--- config.mk ---
export PLATFORM = sky130hd
export DESIGN_NAME = tcdm_amo_adapter
export DESIGN_NICKNAME = d
export VERILOG_FILES = /design/src/hw/tcdm_amo_pkg.sv /design/src/hw/tcdm_bus_pkg.sv /design/src/hw/tcdm_amo_adapter.sv /design/src/hw/tcdm_amo_alu.sv /design/src/hw/tcdm_req_ctrl.sv /design/src/hw/tcdm_resp_buffer.sv
export VERILOG_INCLUDE_DIRS = /design/src /design/src/include
export SDC_FILE = /design/constraint.sdc
export NUM_CORES = 1
export LEC_CHECK = 0
export BUFFER_PORTS_ARGS = -buffer_cell sky130_fd_sc_hd__buf_2
export CAP_MARGIN = 20
export CORE_MARGIN = 10
export CORE_UTILIZATION = 40
export CTS_BUF_LIST = sky130_fd_sc_hd__clkbuf_16
export DETAILED_ROUTE_END_ITERATION = 6
export HOLD_SLACK_MARGIN = 0.08
export PLACE_DENSITY_LB_ADDON = 0.12
export SYNTH_ARGS = -nofsm -noshare
export SYNTH_HDL_FRONTEND = slang
export SYNTH_SLANG_ARGS = --single-unit
--- constraint.sdc ---
create_clock -name clk_i -period 12.1 [get_ports clk_i]
set_input_delay 1.21 -clock clk_i [delete_from_list [all_inputs] [get_ports clk_i]]
set_output_delay 1.21 -clock clk_i [all_outputs]
set_load 0.1 [all_outputs]
--- src/include/tcdm_amo_macros.svh ---
// Fixed bus widths for the adapter. Only a 32-bit data word is supported by the AMO ALU
`ifndef TCDM_AMO_MACROS_SVH
`define TCDM_AMO_MACROS_SVH

// ------------------------------
// Bus widths
// ------------------------------

// Byte address width of the front and SRAM ports
`define TCDM_ADDR_W 32

// Data word width, one enable bit per byte
`define TCDM_DATA_W 32

// Opaque requester tag returned with each response
`define TCDM_META_W 8

// ------------------------------
// Memory sizing
// ------------------------------

// Word index width of the SRAM bank behind the adapter
`define TCDM_SRAM_IDX_W 8

`endif

--- src/hw/tcdm_amo_pkg.sv ---
// AMO opcode encoding matches the requester side and LR/SC and queue codes are not decoded
package tcdm_amo_pkg;

  // ------------------------------
  // Atomic opcodes
  // ------------------------------

  // Zero means a plain load or store
  typedef enum logic [3:0] {
    amo_none = 4'h0,
    amo_swap = 4'h1,
    amo_add  = 4'h2,
    amo_and  = 4'h3,
    amo_or   = 4'h4,
    amo_xor  = 4'h5,
    amo_max  = 4'h6,
    amo_maxu = 4'h7,
    amo_min  = 4'h8,
    amo_minu = 4'h9
  } amo_op_e;

  // ------------------------------
  // Request controller states
  // ------------------------------

  // Idle passes requests through
  // AMO write owns the SRAM for one cycle
  typedef enum logic {
    st_idle,
    st_amo_write
  } ctrl_state_e;

endpackage

--- src/hw/tcdm_bus_pkg.sv ---
// Bus-side types whose widths follow the macro header and cannot be set per instance
`include "tcdm_amo_macros.svh"

package tcdm_bus_pkg;

  // Byte address of one word
  typedef logic [`TCDM_ADDR_W-1:0] addr_t;

  // Full data word
  typedef logic [`TCDM_DATA_W-1:0] data_t;

  // Byte enables, one per byte lane
  typedef logic [`TCDM_DATA_W/8-1:0] be_t;

  // Requester tag, carried through untouched
  typedef logic [`TCDM_META_W-1:0] meta_t;

endpackage

--- src/hw/tcdm_amo_adapter.sv ---
// Needs exclusive access to a single-port SRAM with one-cycle read latency and no stalls
`timescale 1ns/10ps

module tcdm_amo_adapter (
  input  logic                  clk_i,
  input  logic                  rst_ni,
  // Front request
  input  logic                  in_valid_i,
  output logic                  in_ready_o,
  input  tcdm_bus_pkg::addr_t   in_addr_i,
  input  tcdm_amo_pkg::amo_op_e in_amo_i,
  input  logic                  in_write_i,
  input  tcdm_bus_pkg::data_t   in_wdata_i,
  input  tcdm_bus_pkg::be_t     in_be_i,
  input  tcdm_bus_pkg::meta_t   in_meta_i,
  // Front response
  output logic                  in_valid_o,
  input  logic                  in_ready_i,
  output tcdm_bus_pkg::data_t   in_rdata_o,
  output tcdm_bus_pkg::meta_t   in_meta_o,
  // SRAM port
  output logic                  out_req_o,
  output tcdm_bus_pkg::addr_t   out_addr_o,
  output logic                  out_write_o,
  output tcdm_bus_pkg::data_t   out_wdata_o,
  output tcdm_bus_pkg::be_t     out_be_o,
  input  tcdm_bus_pkg::data_t   out_rdata_i
);

  import tcdm_bus_pkg::*;
  import tcdm_amo_pkg::*;

  logic    resp_stall;
  logic    meta_push;
  logic    rdata_push;
  amo_op_e amo_op;
  data_t   amo_operand;
  data_t   amo_result;

  tcdm_req_ctrl i_req_ctrl (
    .clk_i        (clk_i),
    .rst_ni       (rst_ni),
    .in_valid_i   (in_valid_i),
    .in_ready_o   (in_ready_o),
    .in_addr_i    (in_addr_i),
    .in_amo_i     (in_amo_i),
    .in_write_i   (in_write_i),
    .in_wdata_i   (in_wdata_i),
    .in_be_i      (in_be_i),
    .resp_stall_i (resp_stall),
    .meta_push_o  (meta_push),
    .rdata_push_o (rdata_push),
    .amo_op_o     (amo_op),
    .amo_operand_o(amo_operand),
    .amo_result_i (amo_result),
    .out_req_o    (out_req_o),
    .out_addr_o   (out_addr_o),
    .out_write_o  (out_write_o),
    .out_wdata_o  (out_wdata_o),
    .out_be_o     (out_be_o)
  );

  // Old word comes straight from the SRAM in the write cycle
  tcdm_amo_alu i_amo_alu (
    .amo_op_i (amo_op),
    .old_i    (out_rdata_i),
    .operand_i(amo_operand),
    .result_o (amo_result)
  );

  tcdm_resp_buffer i_resp_buffer (
    .clk_i       (clk_i),
    .rst_ni      (rst_ni),
    .meta_push_i (meta_push),
    .meta_i      (in_meta_i),
    .rdata_push_i(rdata_push),
    .rdata_i     (out_rdata_i),
    .in_valid_o  (in_valid_o),
    .in_ready_i  (in_ready_i),
    .in_rdata_o  (in_rdata_o),
    .in_meta_o   (in_meta_o),
    .resp_stall_o(resp_stall)
  );

endmodule

--- src/hw/tcdm_amo_alu.sv ---
// Purely combinational and sized for the 32-bit data word of the macro header
`timescale 1ns/10ps

`include "tcdm_amo_macros.svh"

module tcdm_amo_alu (
  input  tcdm_amo_pkg::amo_op_e amo_op_i,
  input  tcdm_bus_pkg::data_t   old_i,
  input  tcdm_bus_pkg::data_t   operand_i,
  output tcdm_bus_pkg::data_t   result_o
);

  import tcdm_amo_pkg::*;

  // Two guard bits so a signed or unsigned difference never overflows
  localparam int unsigned sum_w = `TCDM_DATA_W + 2;

  logic [sum_w-1:0] adder_a;
  logic [sum_w-1:0] adder_b;
  logic [sum_w-1:0] ext_b;
  logic [sum_w-1:0] adder_sum;
  logic             signed_cmp;
  logic             is_sub;
  logic             is_less;

  assign signed_cmp = (amo_op_i == amo_max) || (amo_op_i == amo_min);
  assign is_sub     = amo_op_i inside {amo_max, amo_maxu, amo_min, amo_minu};

  // Sign extend for signed compares, zero extend otherwise
  assign adder_a = {{2{signed_cmp & old_i[`TCDM_DATA_W-1]}}, old_i};
  assign ext_b   = {{2{signed_cmp & operand_i[`TCDM_DATA_W-1]}}, operand_i};

  // Shared adder, subtract as old + ~operand + 1
  assign adder_b   = is_sub ? ~ext_b : ext_b;
  assign adder_sum = adder_a + adder_b + {{(sum_w-1){1'b0}}, is_sub};
  // Negative difference means old < operand
  assign is_less   = adder_sum[sum_w-1];

  always_comb begin
    case (amo_op_i)
      amo_swap: result_o = operand_i;
      amo_add:  result_o = adder_sum[`TCDM_DATA_W-1:0];
      amo_and:  result_o = old_i & operand_i;
      amo_or:   result_o = old_i | operand_i;
      amo_xor:  result_o = old_i ^ operand_i;
      // Larger value wins
      amo_max,
      amo_maxu: result_o = is_less ? operand_i : old_i;
      // Smaller value wins
      amo_min,
      amo_minu: result_o = is_less ? old_i : operand_i;
      default:  result_o = '0;
    endcase
  end

endmodule

--- src/hw/tcdm_req_ctrl.sv ---
// Assumes an SRAM that never stalls and answers one cycle after a read strobe
`timescale 1ns/10ps

module tcdm_req_ctrl (
  input  logic                  clk_i,
  input  logic                  rst_ni,
  // Front request
  input  logic                  in_valid_i,
  output logic                  in_ready_o,
  input  tcdm_bus_pkg::addr_t   in_addr_i,
  input  tcdm_amo_pkg::amo_op_e in_amo_i,
  input  logic                  in_write_i,
  input  tcdm_bus_pkg::data_t   in_wdata_i,
  input  tcdm_bus_pkg::be_t     in_be_i,
  // Response buffer handshake
  input  logic                  resp_stall_i,
  output logic                  meta_push_o,
  output logic                  rdata_push_o,
  // AMO ALU
  output tcdm_amo_pkg::amo_op_e amo_op_o,
  output tcdm_bus_pkg::data_t   amo_operand_o,
  input  tcdm_bus_pkg::data_t   amo_result_i,
  // SRAM request
  output logic                  out_req_o,
  output tcdm_bus_pkg::addr_t   out_addr_o,
  output logic                  out_write_o,
  output tcdm_bus_pkg::data_t   out_wdata_o,
  output tcdm_bus_pkg::be_t     out_be_o
);

  import tcdm_bus_pkg::*;
  import tcdm_amo_pkg::*;

  ctrl_state_e state_q, state_d;

  // Captured AMO request
  amo_op_e amo_op_q;
  addr_t   addr_q;
  data_t   operand_q;

  logic req_accepted;
  logic is_amo;
  logic read_strobe;
  logic rdata_push_q;

  // ------------------------------
  // Acceptance
  // ------------------------------

  assign is_amo       = (in_amo_i != amo_none);
  // Blocked while a response waits or the AMO write owns the SRAM
  assign in_ready_o   = (state_q == st_idle) && !resp_stall_i;
  assign req_accepted = in_valid_i && in_ready_o;
  // Loads and AMOs return a response, stores do not
  assign meta_push_o  = req_accepted && (is_amo || !in_write_i);

  // ------------------------------
  // SRAM request mux and FSM
  // ------------------------------

  always_comb begin
    state_d     = state_q;
    // Default is a straight feed-through of the front request
    out_req_o   = req_accepted;
    out_addr_o  = in_addr_i;
    out_write_o = in_write_i;
    out_wdata_o = in_wdata_i;
    out_be_o    = in_be_i;

    case (state_q)
      st_idle: begin
        // AMO starts with a read of the old word
        if (is_amo) begin
          out_write_o = 1'b0;
        end
        if (req_accepted && is_amo) begin
          state_d = st_amo_write;
        end
      end
      st_amo_write: begin
        // Write back the ALU result over the whole word
        out_req_o   = 1'b1;
        out_write_o = 1'b1;
        out_addr_o  = addr_q;
        out_wdata_o = amo_result_i;
        out_be_o    = '1;
        state_d     = st_idle;
      end
      default: state_d = st_idle;
    endcase
  end

  // Read data shows up one cycle after this
  assign read_strobe = out_req_o && !out_write_o;

  always_ff @(posedge clk_i or negedge rst_ni) begin
    if (!rst_ni) begin
      state_q      <= st_idle;
      rdata_push_q <= 1'b0;
    end else begin
      state_q      <= state_d;
      rdata_push_q <= read_strobe;
    end
  end

  // Opcode, address and operand held for the write cycle
  always_ff @(posedge clk_i) begin
    if (req_accepted && is_amo) begin
      amo_op_q  <= in_amo_i;
      addr_q    <= in_addr_i;
      operand_q <= in_wdata_i;
    end
  end

  assign rdata_push_o  = rdata_push_q;
  assign amo_op_o      = amo_op_q;
  assign amo_operand_o = operand_q;

endmodule

--- src/hw/tcdm_resp_buffer.sv ---
// Holds at most two tags and one data word and expects data only after its tag was pushed
`timescale 1ns/10ps

module tcdm_resp_buffer (
  input  logic                clk_i,
  input  logic                rst_ni,
  // Metadata capture at request acceptance
  input  logic                meta_push_i,
  input  tcdm_bus_pkg::meta_t meta_i,
  // Read data from the SRAM
  input  logic                rdata_push_i,
  input  tcdm_bus_pkg::data_t rdata_i,
  // Front response
  output logic                in_valid_o,
  input  logic                in_ready_i,
  output tcdm_bus_pkg::data_t in_rdata_o,
  output tcdm_bus_pkg::meta_t in_meta_o,
  // Back-pressure to the request side
  output logic                resp_stall_o
);

  import tcdm_bus_pkg::*;

  // Metadata FIFO
  meta_t      meta_mem [2];
  logic       wr_ptr_q;
  logic       rd_ptr_q;
  logic [1:0] count_q;
  logic       meta_valid;

  // Fall-through data register
  data_t data_q;
  logic  data_full_q;
  logic  rdata_valid;

  logic resp_pop;

  // ------------------------------
  // Response handshake
  // ------------------------------

  assign meta_valid   = (count_q != 2'd0);
  // Fresh SRAM data is usable in the cycle it arrives
  assign rdata_valid  = data_full_q || rdata_push_i;
  // Data always comes last, so valid waits on both
  assign in_valid_o   = meta_valid && rdata_valid;
  assign in_meta_o    = meta_mem[rd_ptr_q];
  assign in_rdata_o   = data_full_q ? data_q : rdata_i;
  assign resp_pop     = in_valid_o && in_ready_i;
  assign resp_stall_o = in_valid_o && !in_ready_i;

  // ------------------------------
  // Storage
  // ------------------------------

  always_ff @(posedge clk_i or negedge rst_ni) begin
    if (!rst_ni) begin
      wr_ptr_q    <= 1'b0;
      rd_ptr_q    <= 1'b0;
      count_q     <= 2'd0;
      data_full_q <= 1'b0;
    end else begin
      if (meta_push_i) begin
        wr_ptr_q <= ~wr_ptr_q;
      end
      if (resp_pop) begin
        rd_ptr_q <= ~rd_ptr_q;
      end
      case ({meta_push_i, resp_pop})
        2'b10:   count_q <= count_q + 2'd1;
        2'b01:   count_q <= count_q - 2'd1;
        default: count_q <= count_q;
      endcase
      // Keep the word if nobody took it
      data_full_q <= rdata_valid && !resp_pop;
    end
  end

  always_ff @(posedge clk_i) begin
    if (meta_push_i) begin
      meta_mem[wr_ptr_q] <= meta_i;
    end
    // Only captured when the register is free
    if (rdata_push_i && !data_full_q) begin
      data_q <= rdata_i;
    end
  end

endmodule

Word level (Yosys, flattened, before mapping)
Memories as Yosys holds them, arrays and structs flattened.
Cells that the tools add are included.
{"block": "op_classes", "bitwise_logic": 9, "reduce_logical": 25, "eq_ne": 11, "add_sub_neg": 4, "mux": 16}
{"operator": "one-hot mux 32 bit (7 select lines)", "count": 1}
{"operator": "2-to-1 mux 32 bit", "count": 5}
{"operator": "adder 34 x 1 -> 34 bit", "count": 1}
{"operator": "adder 34 bit", "count": 1}
{"operator": "2-to-1 mux 34 bit", "count": 1}
{"operator": "NOT 34 bit", "count": 1}
{"operator": "AND 32 bit", "count": 1}
{"operator": "OR 32 bit", "count": 1}
{"operator": "XOR 32 bit", "count": 1}
{"operator": "== test 4 x 3 -> 1 bit (second input constant)", "count": 4}
{"operator": "logical AND 1 bit", "count": 10}
{"operator": "== test 4 x 2 -> 1 bit (second input constant)", "count": 2}
{"operator": "== test 4 bit (second input constant)", "count": 2}
{"operator": "nonzero test 4 bit", "count": 2}
{"operator": "logical NOT 1 bit", "count": 6}
{"operator": "2-to-1 mux 1 bit", "count": 5}
{"operator": "== test 4 x 1 -> 1 bit (second input constant)", "count": 1}
{"operator": "2-to-1 mux 4 bit", "count": 1}
{"operator": "one-hot mux 1 bit (2 select lines)", "count": 2}
{"operator": "one-hot mux 2 bit (2 select lines)", "count": 1}
{"operator": "nonzero test 2 bit", "count": 2}
{"operator": "OR reduction 2 bit", "count": 2}
{"operator": "logical OR 1 bit", "count": 3}
{"operator": "NOT 1 bit", "count": 3}
{"operator": "other kinds (5)", "count": 6}
{"block": "word_totals", "ram_bits": 16, "reg_bits": 107, "inputBits": 117, "out_inout_bits": 112, "memories": 1}
{"name": "i_resp_buffer.meta_mem", "words": 2, "width": 8, "read_ports": 1, "rd_ports_with_merged_regs": 0, "wr": 1, "line_no": "tcdm_resp_buffer.sv:25", "rtl": "meta_t meta_mem [2];"}

Longest topological paths before layout
Gate-level depths: netlist of run 1.
{"block": "logic_depth", "ltp_word": 10, "ltp_mapped": 19, "mapped_depth_nobuf": 13}

By module
Synthesis of run 1 repeated with hierarchy kept, for this count alone.
{"block": "hier_totals", "cells_unflattened": 877, "hier_area_um2": 9486.6}
{"module": "tcdm_amo_alu", "seq_area_each_um2": 0.0, "area_each_um2": 4350.4, "n_inst": 1, "cells_per_inst": 608}
{"module": "tcdm_req_ctrl", "seq_area_each_um2": 2092.0, "area_each_um2": 2936.6, "n_inst": 1, "cells_per_inst": 155}
{"module": "tcdm_resp_buffer", "seq_area_each_um2": 1566.5, "area_each_um2": 2199.6, "n_inst": 1, "cells_per_inst": 114}

Worst setup path after synthesis of run 1
No wires, ideal clock.
{"block": "synth_path", "path_type": "reg2out", "startpoint": "reg i_req_ctrl.amo_op_q[1] (netlist: i_req_ctrl.amo_op_o[1])", "endpoint": "out out_wdata_o[19]", "arrival_time_ns": 5.964, "t_required_ns": 10.890, "path_buffers": 6, "slack_ns": 4.926, "stages_incl_launch_ff": 18, "cell_sequence": "edfxtp_1 buf_6 and3b_1 buf_2 nor2_1 clkbuf_1 xnor2_1 ha_1 clkbuf_1 nand4_1 nor4_1 nand4_1 o21a_4 buf_2 o211ai_2 buf_2 a21oi_1 o21ai_0"}
{"block": "synth_via", "elab_chain_cells": 10}
{"element": "start: declaration", "line_no": "tcdm_req_ctrl.sv:37", "rtl": "amo_op_e amo_op_q;"}
{"element": "start signal: assignment", "line_no": "tcdm_req_ctrl.sv:109", "rtl": "amo_op_q <= in_amo_i;"}
{"element": "== test 4 x 3 -> 1 bit / == test 4 bit (equally long branches)", "line_no": "tcdm_amo_alu.sv:26, tcdm_amo_alu.sv:27, tcdm_amo_alu.sv:40"}
{"element": "logical OR 1 bit", "line_no": "tcdm_amo_alu.sv:26", "rtl": "assign signed_cmp = (amo_op_i == amo_max) || (amo_op_i == amo_min);"}
{"element": "AND 1 bit", "line_no": "tcdm_amo_alu.sv:31", "rtl": "assign ext_b = {{2{signed_cmp & operand_i[`TCDM_DATA_W-1]}}, operand_i};"}
{"element": "NOT 34 bit", "line_no": "tcdm_amo_alu.sv:34", "rtl": "assign adder_b = is_sub ? ~ext_b : ext_b;"}
{"element": "2-to-1 mux 34 bit", "line_no": "tcdm_amo_alu.sv:34"}
{"element": "adder 34 bit", "line_no": "tcdm_amo_alu.sv:35", "rtl": "assign adder_sum = adder_a + adder_b + {{(sum_w-1){1'b0}}, is_sub};"}
{"element": "adder 34 x 1 -> 34 bit", "line_no": "tcdm_amo_alu.sv:35"}
{"element": "2-to-1 mux 32 bit, on equally long branches", "line_no": "tcdm_amo_alu.sv:51, tcdm_amo_alu.sv:48"}
{"element": "one-hot mux 32 bit (7 select lines) *", "line_no": "tcdm_amo_alu.sv:40", "rtl": "case (amo_op_i)"}
{"element": "2-to-1 mux 32 bit *", "line_no": "tcdm_req_ctrl.sv:70", "rtl": "case (state_q)"}
{"element": "end: declaration", "line_no": "tcdm_amo_adapter.sv:25", "rtl": "output tcdm_bus_pkg::data_t out_wdata_o,"}
Every way passes the cells marked *; elsewhere a longest branch is shown, timed or not.

Worst setup path after layout of run 1
{"block": "layout_path", "startpoint": "reg i_req_ctrl.amo_op_q[1] (netlist: i_req_ctrl.amo_op_o[1])", "endpoint": "out out_wdata_o[5]"}
Same word-level chain as after synthesis.

==> results.cfg, run 1 <==
[grt]
grt_util_met1 = 0.2579
grt_max_degree = 67
antenna_found_initial = 3
use_met2 = 0.3285
grt_pass1_wl_mm = 49.69
grt-busiest-layer = met2
grt_pass1_vias = 8696
grtUsageTotal = 0.2028
overflow = 0
use_met3 = 0.06262

[timing]
layout_setup_ws_ns = 4.928
hold_viol = 0
fin_setup_tns_ns = 0
report.final.slew_viol_count = 0
fin_skew_ns = 0.01195
rsz0062_at_grt = no
layout_min_cycle_time_ns = 7.172
fmax_mhz = 139.4
finalCritPeriodShare = 0.5927
tightestPinTransition_ns = 1.149
setup_viol = 0
slew_headroom = 0.2338

[floorplanning]
rows = 56
die_h_um = 175.4
die_area_um2 = 30750
start_util = 0.4089
dieWidth_um = 175.4
ios = 229
coreArea_um2 = 23610

[cells_and_area]
antenna-diode-count = 0
fill_cells = 2314
multi_input_area_um2 = 5525
final_design_area_no_fill_um2 = 11700
synthToLayoutAreaGrowth_pct = 21.21
drive_gt1_frac = 0.2787
regArea_um2 = 3660
finalNetCount = 1423
layout.cells.non_filler = 1539

[placement]
hpwl_mm = 22.95
post_dp_cell_area_um2 = 11090
gp_congestion = 0.9009
port_buffers = 228
pre_cts_ws_ns = 5.425
dp_cells = 1506

[logic_synthesis]
synth_edf_count = 116
yosysWarnings = 0
synth_common_cells = edfxtp_1, nand2_1, ha_1
synth_async_sr_flop_share = 0.05691
syn_nets = 1220
synth.avg_cell_area_um2 = 9.617
syn_area_um2 = 9656
ys_top_cells_by_area = edfxtp_1, ha_1, o21ai_0
synth_top_area_frac = 0.3608
synth_top_area_cell = edfxtp_1
synthFlopType = edfxtp_1
yosysSeqAreaShare = 0.3789
synthDistinctLibCells = 65
ys_seq_elements = 123
syn_inst = 1004
synth.most_common_cell = edfxtp_1

[power_and_ir_drop]
finalPower_mw = 3.051
ir_drop_v = 0.0001853
p_leak_nw = 4.990
p_per_area_nw_per_um2 = 260.7

[job]
maxCapViolCount = 0

[drt]
antenna_left = 0
wl_per_cell_um = 20.75
drtIter0Drc = 502
drc = 0
vias_per_cell = 5.554
routed_wl_mm = 31.93
vias = 8547
drt-pass1-iter-count = 5

[clock_network]
worstSkewPairLatency_ns = 0.43
cts_setup_buffers = 0
cts_buffers = 17
htreeDepth = 4
cts_tree = done
clockRootBuffer = clkbuf_16
cts_buffer_depth = 2
post_cts_resized = 0
postCtsHoldBufs = 0
cts_sinks = 123
path_clk_slew_ns = 0.06

[worst_setup_path]
path_cells = nor3b_4 > nor2_4 > buf_4 > xnor2_1 > ha_1 > a21oi_1 > o21a_1 > o22ai_1 > o31ai_2 > o21a_4 > mux2i_1 > or2_1 > a221oi_1 > a22oi_1 > buf_2
slowest_delay_ns = 0.92
crit_family = compound AO/OA/AOI/OAI gates
crit_required_ns = 10.89
cp_data_arrival_time_ns = 5.96
path_buf_inv = 2
critPathKind = flip-flop to primary output
cp_max_fo = 33
crit_slowest_cell = or2_1
start_kind = flip-flop
critPathCaptureType = primary output

[run_status]
status = finished, final reports clean

[worst_hold_path]
hp-class = flip-flop to flip-flop
-- flip-flops by register name, summed over array words and instances, names as in the netlist --
name and cells:
i_req_ctrl.state_q 1, i_resp_buffer.count_q 2, i_req_ctrl.amo_operand_o 32, i_resp_buffer.rd_ptr_q 1
i_resp_buffer.data_q 32, i_resp_buffer.data_full_q 1, i_req_ctrl.addr_q 32, i_resp_buffer.wr_ptr_q 1
i_resp_buffer.meta_mem 16, i_req_ctrl.amo_op_o 4, i_req_ctrl.rdata_push_o 1
-- path summary, 6_finish.rpt --
check | endpoint | slack (ns) | start | depth (start not counted)
worst min-delay path | i_resp_buffer.count_q[1]$_DFFE_PN0P_ | 0.47 | i_resp_buffer.count_q[1]$_DFFE_PN0P_ | 1
min in group asynchronous | i_req_ctrl.rdata_push_o$_DFF_PN0_ | 0.60 | rst_ni | 1
max in group asynchronous | i_resp_buffer.data_full_q$_DFF_PN0_ | 11.33 | rst_ni | 1
worst min register to register | i_resp_buffer.count_q[1]$_DFFE_PN0P_ | 0.47 | i_resp_buffer.count_q[1]$_DFFE_PN0P_ | 1
worst max register to register | i_req_ctrl.amo_operand_o[18]$_DFFE_PP_ | 8.97 | i_resp_buffer.data_full_q$_DFF_PN0_ | 6
worst max-delay path | out_wdata_o[5] | 4.93 | i_req_ctrl.amo_op_o[1]$_DFFE_PP_ | 15
-- routing by layer --
metal	vias up	wire (um)
met1	4097	14240
met2	272	14810
li1	4143	-
met5	-	35
met4	6	335
met3	29	2504
-- where the power goes --
group	switching, mW	internal (mW)
Clock	0.220	0.307
Combinational	1.47	0.426
Sequential	0.0640	0.560
-- cell families (layout without fill, tap and decap cells) --
group / count (synthesis) / after routing / share of synthesized area
muxes: 44 / 44 / 0.05131
adders and majority gates: 99 / 99 / 0.1291
xor gates and xnor gates: 63 / 63 / 0.05715
buffers and inverters: 132 / 348 / 0.05468
DFF: 123 / 123 / 0.3789
AOI/OAI and AO/OA: 320 / 320 / 0.2266
and+or+nand+nor: 223 / 223 / 0.1022
-- cell type report --
| cell class | instances | share of cell area |
|---|---|---|
| timing repair buffer | 237 | 0.1054 |
| clock buffer | 17 | 0.03635 |
| sequential | 123 | 0.3127 |
| inverter | 79 | 0.02534 |
| multi-input combinational | 749 | 0.4721 |
| clock inverter | 15 | 0.01400 |
| tap | 319 | 0.03410 |
-- layout by cell type, fill, tap and decap left out, types with 12 or more instances in the layout --
cell type  count
buf_2        228
edfxtp_1     116
nand2_1      111
ha_1          98
o21ai_0       94
inv_1         78
a21oi_1       72
xnor2_1       51
nor2_1        46
mux2_2        41
a221oi_1      27
a22oi_1       17
clkbuf_16     17
nand4_1       13
o211ai_1      13
xor2_1        12
-- stage by stage --
step / util / hold WS, ns
after floorplan: - / 0.4423
after global placement: 0.4690 / 0.4629
after detailed placement: 0.4699 / 0.4648
after CTS: 0.4948 / 0.4807
after global routing: 0.4957 / 0.4870
final: 0.4957 / 0.4720
Power figures use the tool's default switching activity.
==> run 2: changes to the inputs <==
--- a/config.mk
+++ b/config.mk
@@ -6,6 +6,7 @@
 export SDC_FILE = /design/constraint.sdc
 export NUM_CORES = 1
 export LEC_CHECK = 0
+export ABC_AREA = 1
 export BUFFER_PORTS_ARGS = -buffer_cell sky130_fd_sc_hd__buf_2
 export CAP_MARGIN = 20
 export CORE_MARGIN = 10
==> constraint.sdc (replaced) <==
create_clock -name clk_i -period 7.1 [get_ports clk_i]
set_input_delay 0.71 -clock clk_i [delete_from_list [all_inputs] [get_ports clk_i]]
set_output_delay 0.71 -clock clk_i [all_outputs]
set_load 0.1 [all_outputs]
==> results.cfg, run 2 <==
[power_and_ir_drop]
combPwrFrac = 0.644
seq_power_share = 0.192
netSwitchingFraction = 0.6105
p_sw_mw = 3.271
p_per_area_nw_per_um2 = 425.0
internal_power_mw = 2.087
p_clk_frac = 0.164
p_leak_nw = 6.165
ir_drop_v = 0.0003158
finalPower_mw = 5.358

[floorplanning]
die_area_um2 = 33430
ios = 229
coreArea_um2 = 26060
die_h_um = 182.8
rows = 59
start_util = 0.4070
dieWidth_um = 182.8

[clock_network]
cts_buffer_depth = 2
cts_tree = done
path_clk_slew_ns = 0.07
clockRootBuffer = clkbuf_16
worstSkewPairLatency_ns = 0.43
postCtsHoldBufs = 0
post_cts_resized = 0
cts_setup_buffers = 0
cts_buffers = 17
cts_sinks = 123
htreeDepth = 4

[placement]
gp_congestion = 0.9313
port_buffers = 228
hpwl_mm = 27.22

[worst_setup_path]
start_kind = flip-flop
slowest_delay_ns = 0.65
timing.reg2reg.setup_slack_ns = 4.19
path_cells = inv_2 > nand3_1 > nand2_2 > buf_4 > xor2_1 > ha_1 > a21oi_1 > nand2_1 > nand2_1 > nand2_1 > a21oi_2 > nand2_4 > nand2_4 > nand2_4 > nor2_2 > nand2_1 > nand2_1 > nor2_1 > nand2_1 > nand2_1 > nand2_1 > buf_2
critPathMostFrequentCell = nand2_1
crit_required_ns = 6.39
critPathCaptureType = primary output
crit_slowest_cell = nor2_2
cp_max_fo = 60
cp_data_arrival_time_ns = 5.34
r2r.worst_path.cells = 6
critPathKind = flip-flop to primary output

[timing]
rsz0062_at_grt = no
tightestPinTransition_ns = 1.035
fin_skew_ns = 0.01531
report.final.slew_viol_count = 0
finalCritPeriodShare = 0.8521
fmax_mhz = 165.3
fin_setup_tns_ns = 0
layout_min_cycle_time_ns = 6.050
hold_viol = 0
slew_headroom = 0.3084
setup_viol = 0

[grt]
grt_pass1_wl_mm = 58.08
grt_pass1_vias = 10498
use_met2 = 0.3457
grt-busiest-layer = met2
grtUsageTotal = 0.2157
grt_util_met1 = 0.2772
overflow = 0
use_met3 = 0.06752
antenna_found_initial = 4
grt_max_degree = 67

[cells_and_area]
final_cell_mix = nand2_1, buf_2, nand3_1
drive_gt1_frac = 0.1879
finalNetCount = 1874
synthToLayoutAreaGrowth_pct = 18.89
layout_commonest_cell = nand2_1

[logic_synthesis]
muxShareOfSynthArea = 0
synth_compound_area_frac = 0.1089
synth_fa_ha_area_frac = 0.1175
synth_common_cells = nand2_1, nand3_1, inv_1
synth_top_family_by_area = simple AND/OR/NAND/NOR gates
synth_top_area_cell = edfxtp_1
syn_nets = 1673
yosys.area_share.simple = 0.3235
yosysWarnings = 0
synth-xor-area-share = 0.02891
syn_inst = 1457
syn_area_um2 = 10610
synth.avg_cell_area_um2 = 7.279
synth_edf_count = 116
synthFlopType = edfxtp_1
ys_seq_elements = 123
synth.most_common_cell = nand2_1
yosysSeqAreaShare = 0.3450
ys_top_cells_by_area = edfxtp_1, nand2_1, ha_1
synthDistinctLibCells = 45
synth_top_area_frac = 0.3285
synth_async_sr_flop_share = 0.05691

[drt]
antenna_left = 0
vias_per_cell = 5.233
drc = 0
routed_wl_mm = 37.00
drt-pass1-iter-count = 5
drtIter0Drc = 712
vias = 10502
wl_per_cell_um = 18.44

[job]
maxCapViolCount = 0

[worst_hold_path]
hp-class = input port to asynchronous set/reset pin

[run_status]
status = finished, final reports clean
-- run 2: changes by cell type after synthesis, moves of 9 or more --
| cell | change |
|---|---|
| a221oi_1 | -16 |
| nor2_1 | +30 |
| mux2_2 | -41 |
| nand4_1 | +13 |
| xnor2_1 | -48 |
| a21oi_1 | -9 |
| xor2_1 | +20 |
| nand3_1 | +141 |
| nand2_1 | +381 |
| a221o_1 | -11 |
| inv_1 | +58 |
| a22oi_1 | -17 |
-- run 2: kinds of logic (layout without fill, tap and decap cells) --
kind of cell,after synthesis,after routing
xor gates and xnor gates,35,35
AOI/OAI and AO/OA,202,202
other,0,1
buffers and inverters,199,413
and+or+nand+nor,799,799
adders and majority gates,99,99
DFF,123,123
-- run 2: final cells by class --
class	count	area (um2)
fill	2645	13450
multi-input combinational	1135	6173
sequential	123	3661
timing repair buffer	242	1266
inverter	139	521.8
clock buffer	17	425.4
tap	335	419.2
clock inverter	15	138.9
antenna	1	2.502
-- run 2: layer usage --
layer,share of wire,up-vias
met4,0.013,6
met1,0.45,4821
met5,0.00078,-
li1,-,5292
met3,0.085,36
met2,0.45,347
-- run 2: final timing paths --
| kind | start | to |
|---|---|---|
| setup reg to reg | i_req_ctrl.state_q$_DFF_PN0_ | i_req_ctrl.amo_operand_o[13]$_DFFE_PP_ |
| min in group clk_i | in_meta_i[0] | i_resp_buffer.meta_mem[1][0]$_DFFE_PP_ |
| hold / removal | rst_ni | i_resp_buffer.count_q[1]$_DFFE_PN0P_ |
| max in group asynchronous | rst_ni | i_req_ctrl.state_q$_DFF_PN0_ |
| setup / recovery | i_req_ctrl.amo_op_o[3]$_DFFE_PP_ | out_wdata_o[29] |
| hold reg to reg | i_resp_buffer.count_q[1]$_DFFE_PN0P_ | i_resp_buffer.count_q[1]$_DFFE_PN0P_ |
-- run 2: worst max-delay path: cells and delay by family (launching register included) --
kind / cells / cell delay, ns
xor gates and xnor gates: 1 / 0.20
AOI/OAI and AO/OA: 2 / 0.49
and+or+nand+nor: 15 / 2.44
adders and majority gates: 1 / 0.31
DFF: 1 / 0.49
buffers and inverters: 3 / 0.94
-- run 2: power by group through the flow --
stage | Combinational [mW] | Sequential (mW) | Clock, mW
2_1_floorplan | 2.81 | 1.02 | 0
4_1_cts | 3.47 | 1.03 | 0.893
5_1_grt | 3.72 | 1.05 | 0.924
6_report | 3.45 | 1.03 | 0.878
3_3_place_gp | 3.44 | 1.05 | 0
3_5_place_dp | 3.46 | 1.04 | 0
-- run 2: through the flow --
stage               std cells  hold slack (ns)  instance area [um2]    util  setup slack (ns)
global route             2007           0.1092                12610  0.4838            0.6461
detailed placement       1974           0.4651                12040  0.4621             1.501
floorplan                1457           0.4144                10610       -             2.092
CTS                      2006          0.09844                12610  0.4837             1.021
finish                   2007           0.1031                12610  0.4838             1.050
global placement         1973           0.4666                12010  0.4610             1.619
==> run 3: changes to the inputs <==
--- a/config.mk
+++ b/config.mk
@@ -9,8 +9,9 @@
 export ABC_AREA = 1
 export BUFFER_PORTS_ARGS = -buffer_cell sky130_fd_sc_hd__buf_2
 export CAP_MARGIN = 20
+export CORE_ASPECT_RATIO = 0.9
 export CORE_MARGIN = 10
-export CORE_UTILIZATION = 40
+export CORE_UTILIZATION = 30
 export CTS_BUF_LIST = sky130_fd_sc_hd__clkbuf_16
 export DETAILED_ROUTE_END_ITERATION = 6
 export HOLD_SLACK_MARGIN = 0.08
==> results.cfg, run 3 (same netlist as run 2, synthesis figures left out) <==
[timing]
whs_ns = 0.4518
tightestPinTransition_ns = 1.085
layout_min_cycle_time_ns = 5.945
report.final.slew_viol_count = 0
setup_viol = 0
finalCritPeriodShare = 0.8373
fmax_mhz = 168.2
fin_skew_ns = 0.02132
fin_setup_tns_ns = 0
rsz0062_at_grt = no
slew_headroom = 0.2749
hold_viol = 0

[worst_setup_path]
critPathKind = flip-flop to primary output
setup.worst_path.start = i_req_ctrl.amo_op_o[3]$_DFFE_PP_
timing.reg2reg.setup_slack_ns = 4.28
cp_data_arrival_time_ns = 5.23
r2r_start = i_resp_buffer.count_q[0]$_DFFE_PN0P_
critPathCaptureType = primary output
crit_required_ns = 6.39
start_kind = flip-flop
cp_max_fo = 60

[cells_and_area]
layout.cells.non_filler = 2144
drive_gt1_frac = 0.1879
final_core_util = 0.3664
final_cell_mix = nand2_1, buf_2, nand3_1
fill_cells = 3804
synthToLayoutAreaGrowth_pct = 20.82
finalNetCount = 1874
layout_commonest_cell = nand2_1
final_design_area_no_fill_um2 = 12810

[floorplanning]
rows = 65
die_h_um = 198.4
ios = 229
die_area_um2 = 43280
dieWidth_um = 218.2
start_util = 0.3033
coreArea_um2 = 34970

[clock_network]
cts_buffers = 17
cts_buffer_depth = 2
htreeDepth = 4
path_clk_slew_ns = 0.09
cts_tree = done
worstSkewPairLatency_ns = 0.46
cts_sinks = 123
clockRootBuffer = clkbuf_16

[drt]
routed_wl_mm = 40.08
vias_per_cell = 4.931
drt-pass1-iter-count = 7
drc = 0
drtIter0Drc = 681
wl_per_cell_um = 18.70
antenna_left = 0
vias = 10572

[placement]
dp_cells = 2106
hpwl_mm = 29.27
gp_congestion = 0.8741
post_dp_cell_area_um2 = 12170
port_buffers = 228

[grt]
grt_pass1_wl_mm = 62.27
overflow = 0
grt_pass1_vias = 10763
grtUsageTotal = 0.1842
antenna_found_initial = 8
grt_max_degree = 69

[power_and_ir_drop]
p_leak_nw = 6.179
ir_drop_v = 0.0003169
p_per_area_nw_per_um2 = 424.4

[worst_hold_path]
hp-class = input port to flip-flop
holdCritStartpoint = in_addr_i[18]

[job]
maxCapViolCount = 0

[run_status]
status = finished, final reports clean
## run 3: changes by cell type in the layout (fill, tap and decap cells not counted), moves of 2 or more
cell,change
inv_8,+6
clkinvlp_4,-3
inv_6,-4
diode_2,+3
inv_1,-2
clkinv_4,+2
## run 3: worst paths after layout
kind,endpoint,cells after the start
setup / recovery,out_wdata_o[29],24
hold / removal,i_req_ctrl.addr_q[18]$_DFFE_PP_,1
setup reg to reg,i_req_ctrl.amo_operand_o[16]$_DFFE_PP_,6
hold reg to reg,i_resp_buffer.count_q[1]$_DFFE_PN0P_,1
max in group asynchronous,i_req_ctrl.state_q$_DFF_PN0_,2
min in group asynchronous,i_resp_buffer.wr_ptr_q$_DFFE_PN0P_,2
## run 3: power breakdown
part           internal (mW)  switching (mW)  total, mW
sequential             0.950          0.0792       1.03
clock                  0.503           0.421      0.925
combinational          0.646            2.84       3.48
total                   2.10            3.34       5.44
## run 3: per-stage QoR
step           total power, mW  setup slack (ns)
6_report                 5.438             1.155
5_1_grt                  5.778            0.6945
4_1_cts                  5.484            0.8514
3_5_place_dp             4.539             1.364
3_3_place_gp             4.526             1.445
2_1_floorplan            3.832             2.092
## run 3: layer usage
metal / track usage / wire length [um]
met5: 0 / 57
met4: 0.04394 / 416
met3: 0.05725 / 3228
met2: 0.2917 / 18010
met1: 0.2396 / 18370
## run 3: final cells by class
class                           count  area, um2  share of cell area
Antenna cell                        4      10.01           0.0007812
Clock buffer                       17      425.4             0.03320
Clock inverter                     15      173.9             0.01357
Inverter                          139      521.8             0.04072
Multi-Input combinational cell   1135       6173              0.4818
Sequential cell                   123       3661              0.2857
Tap cell                          469      586.8             0.04580
Timing Repair Buffer              242       1261             0.09843
## run 3: critical path: stages, from the launching register on
cell and delay (ns):
edfxtp_1 0.50, inv_2 0.08, nand3_1 0.12, nand2_2 0.44
buf_12 0.27, xor2_1 0.22, ha_1 0.29, a21oi_1 0.24
nand2_1 0.12, nand2_1 0.09, nand2_1 0.05, nand2_1 0.10
nand3_4 0.11, nand2_4 0.12, nand2_4 0.07, nand2_4 0.08
nand2_4 0.38, nor2_2 0.60, nand2_1 0.10, nand2_1 0.08
nor2_1 0.04, nand2_1 0.07, nand2_1 0.05, nand2_1 0.08
buf_2 0.45
## run 3: timing repair
action / 4_1_cts / 5_1_grt
endpoints found under the hold margin: 5 / 0
hold buffers: 1 / 0
gates resized for setup: 0 / 0
setup buffers: 0 / 0
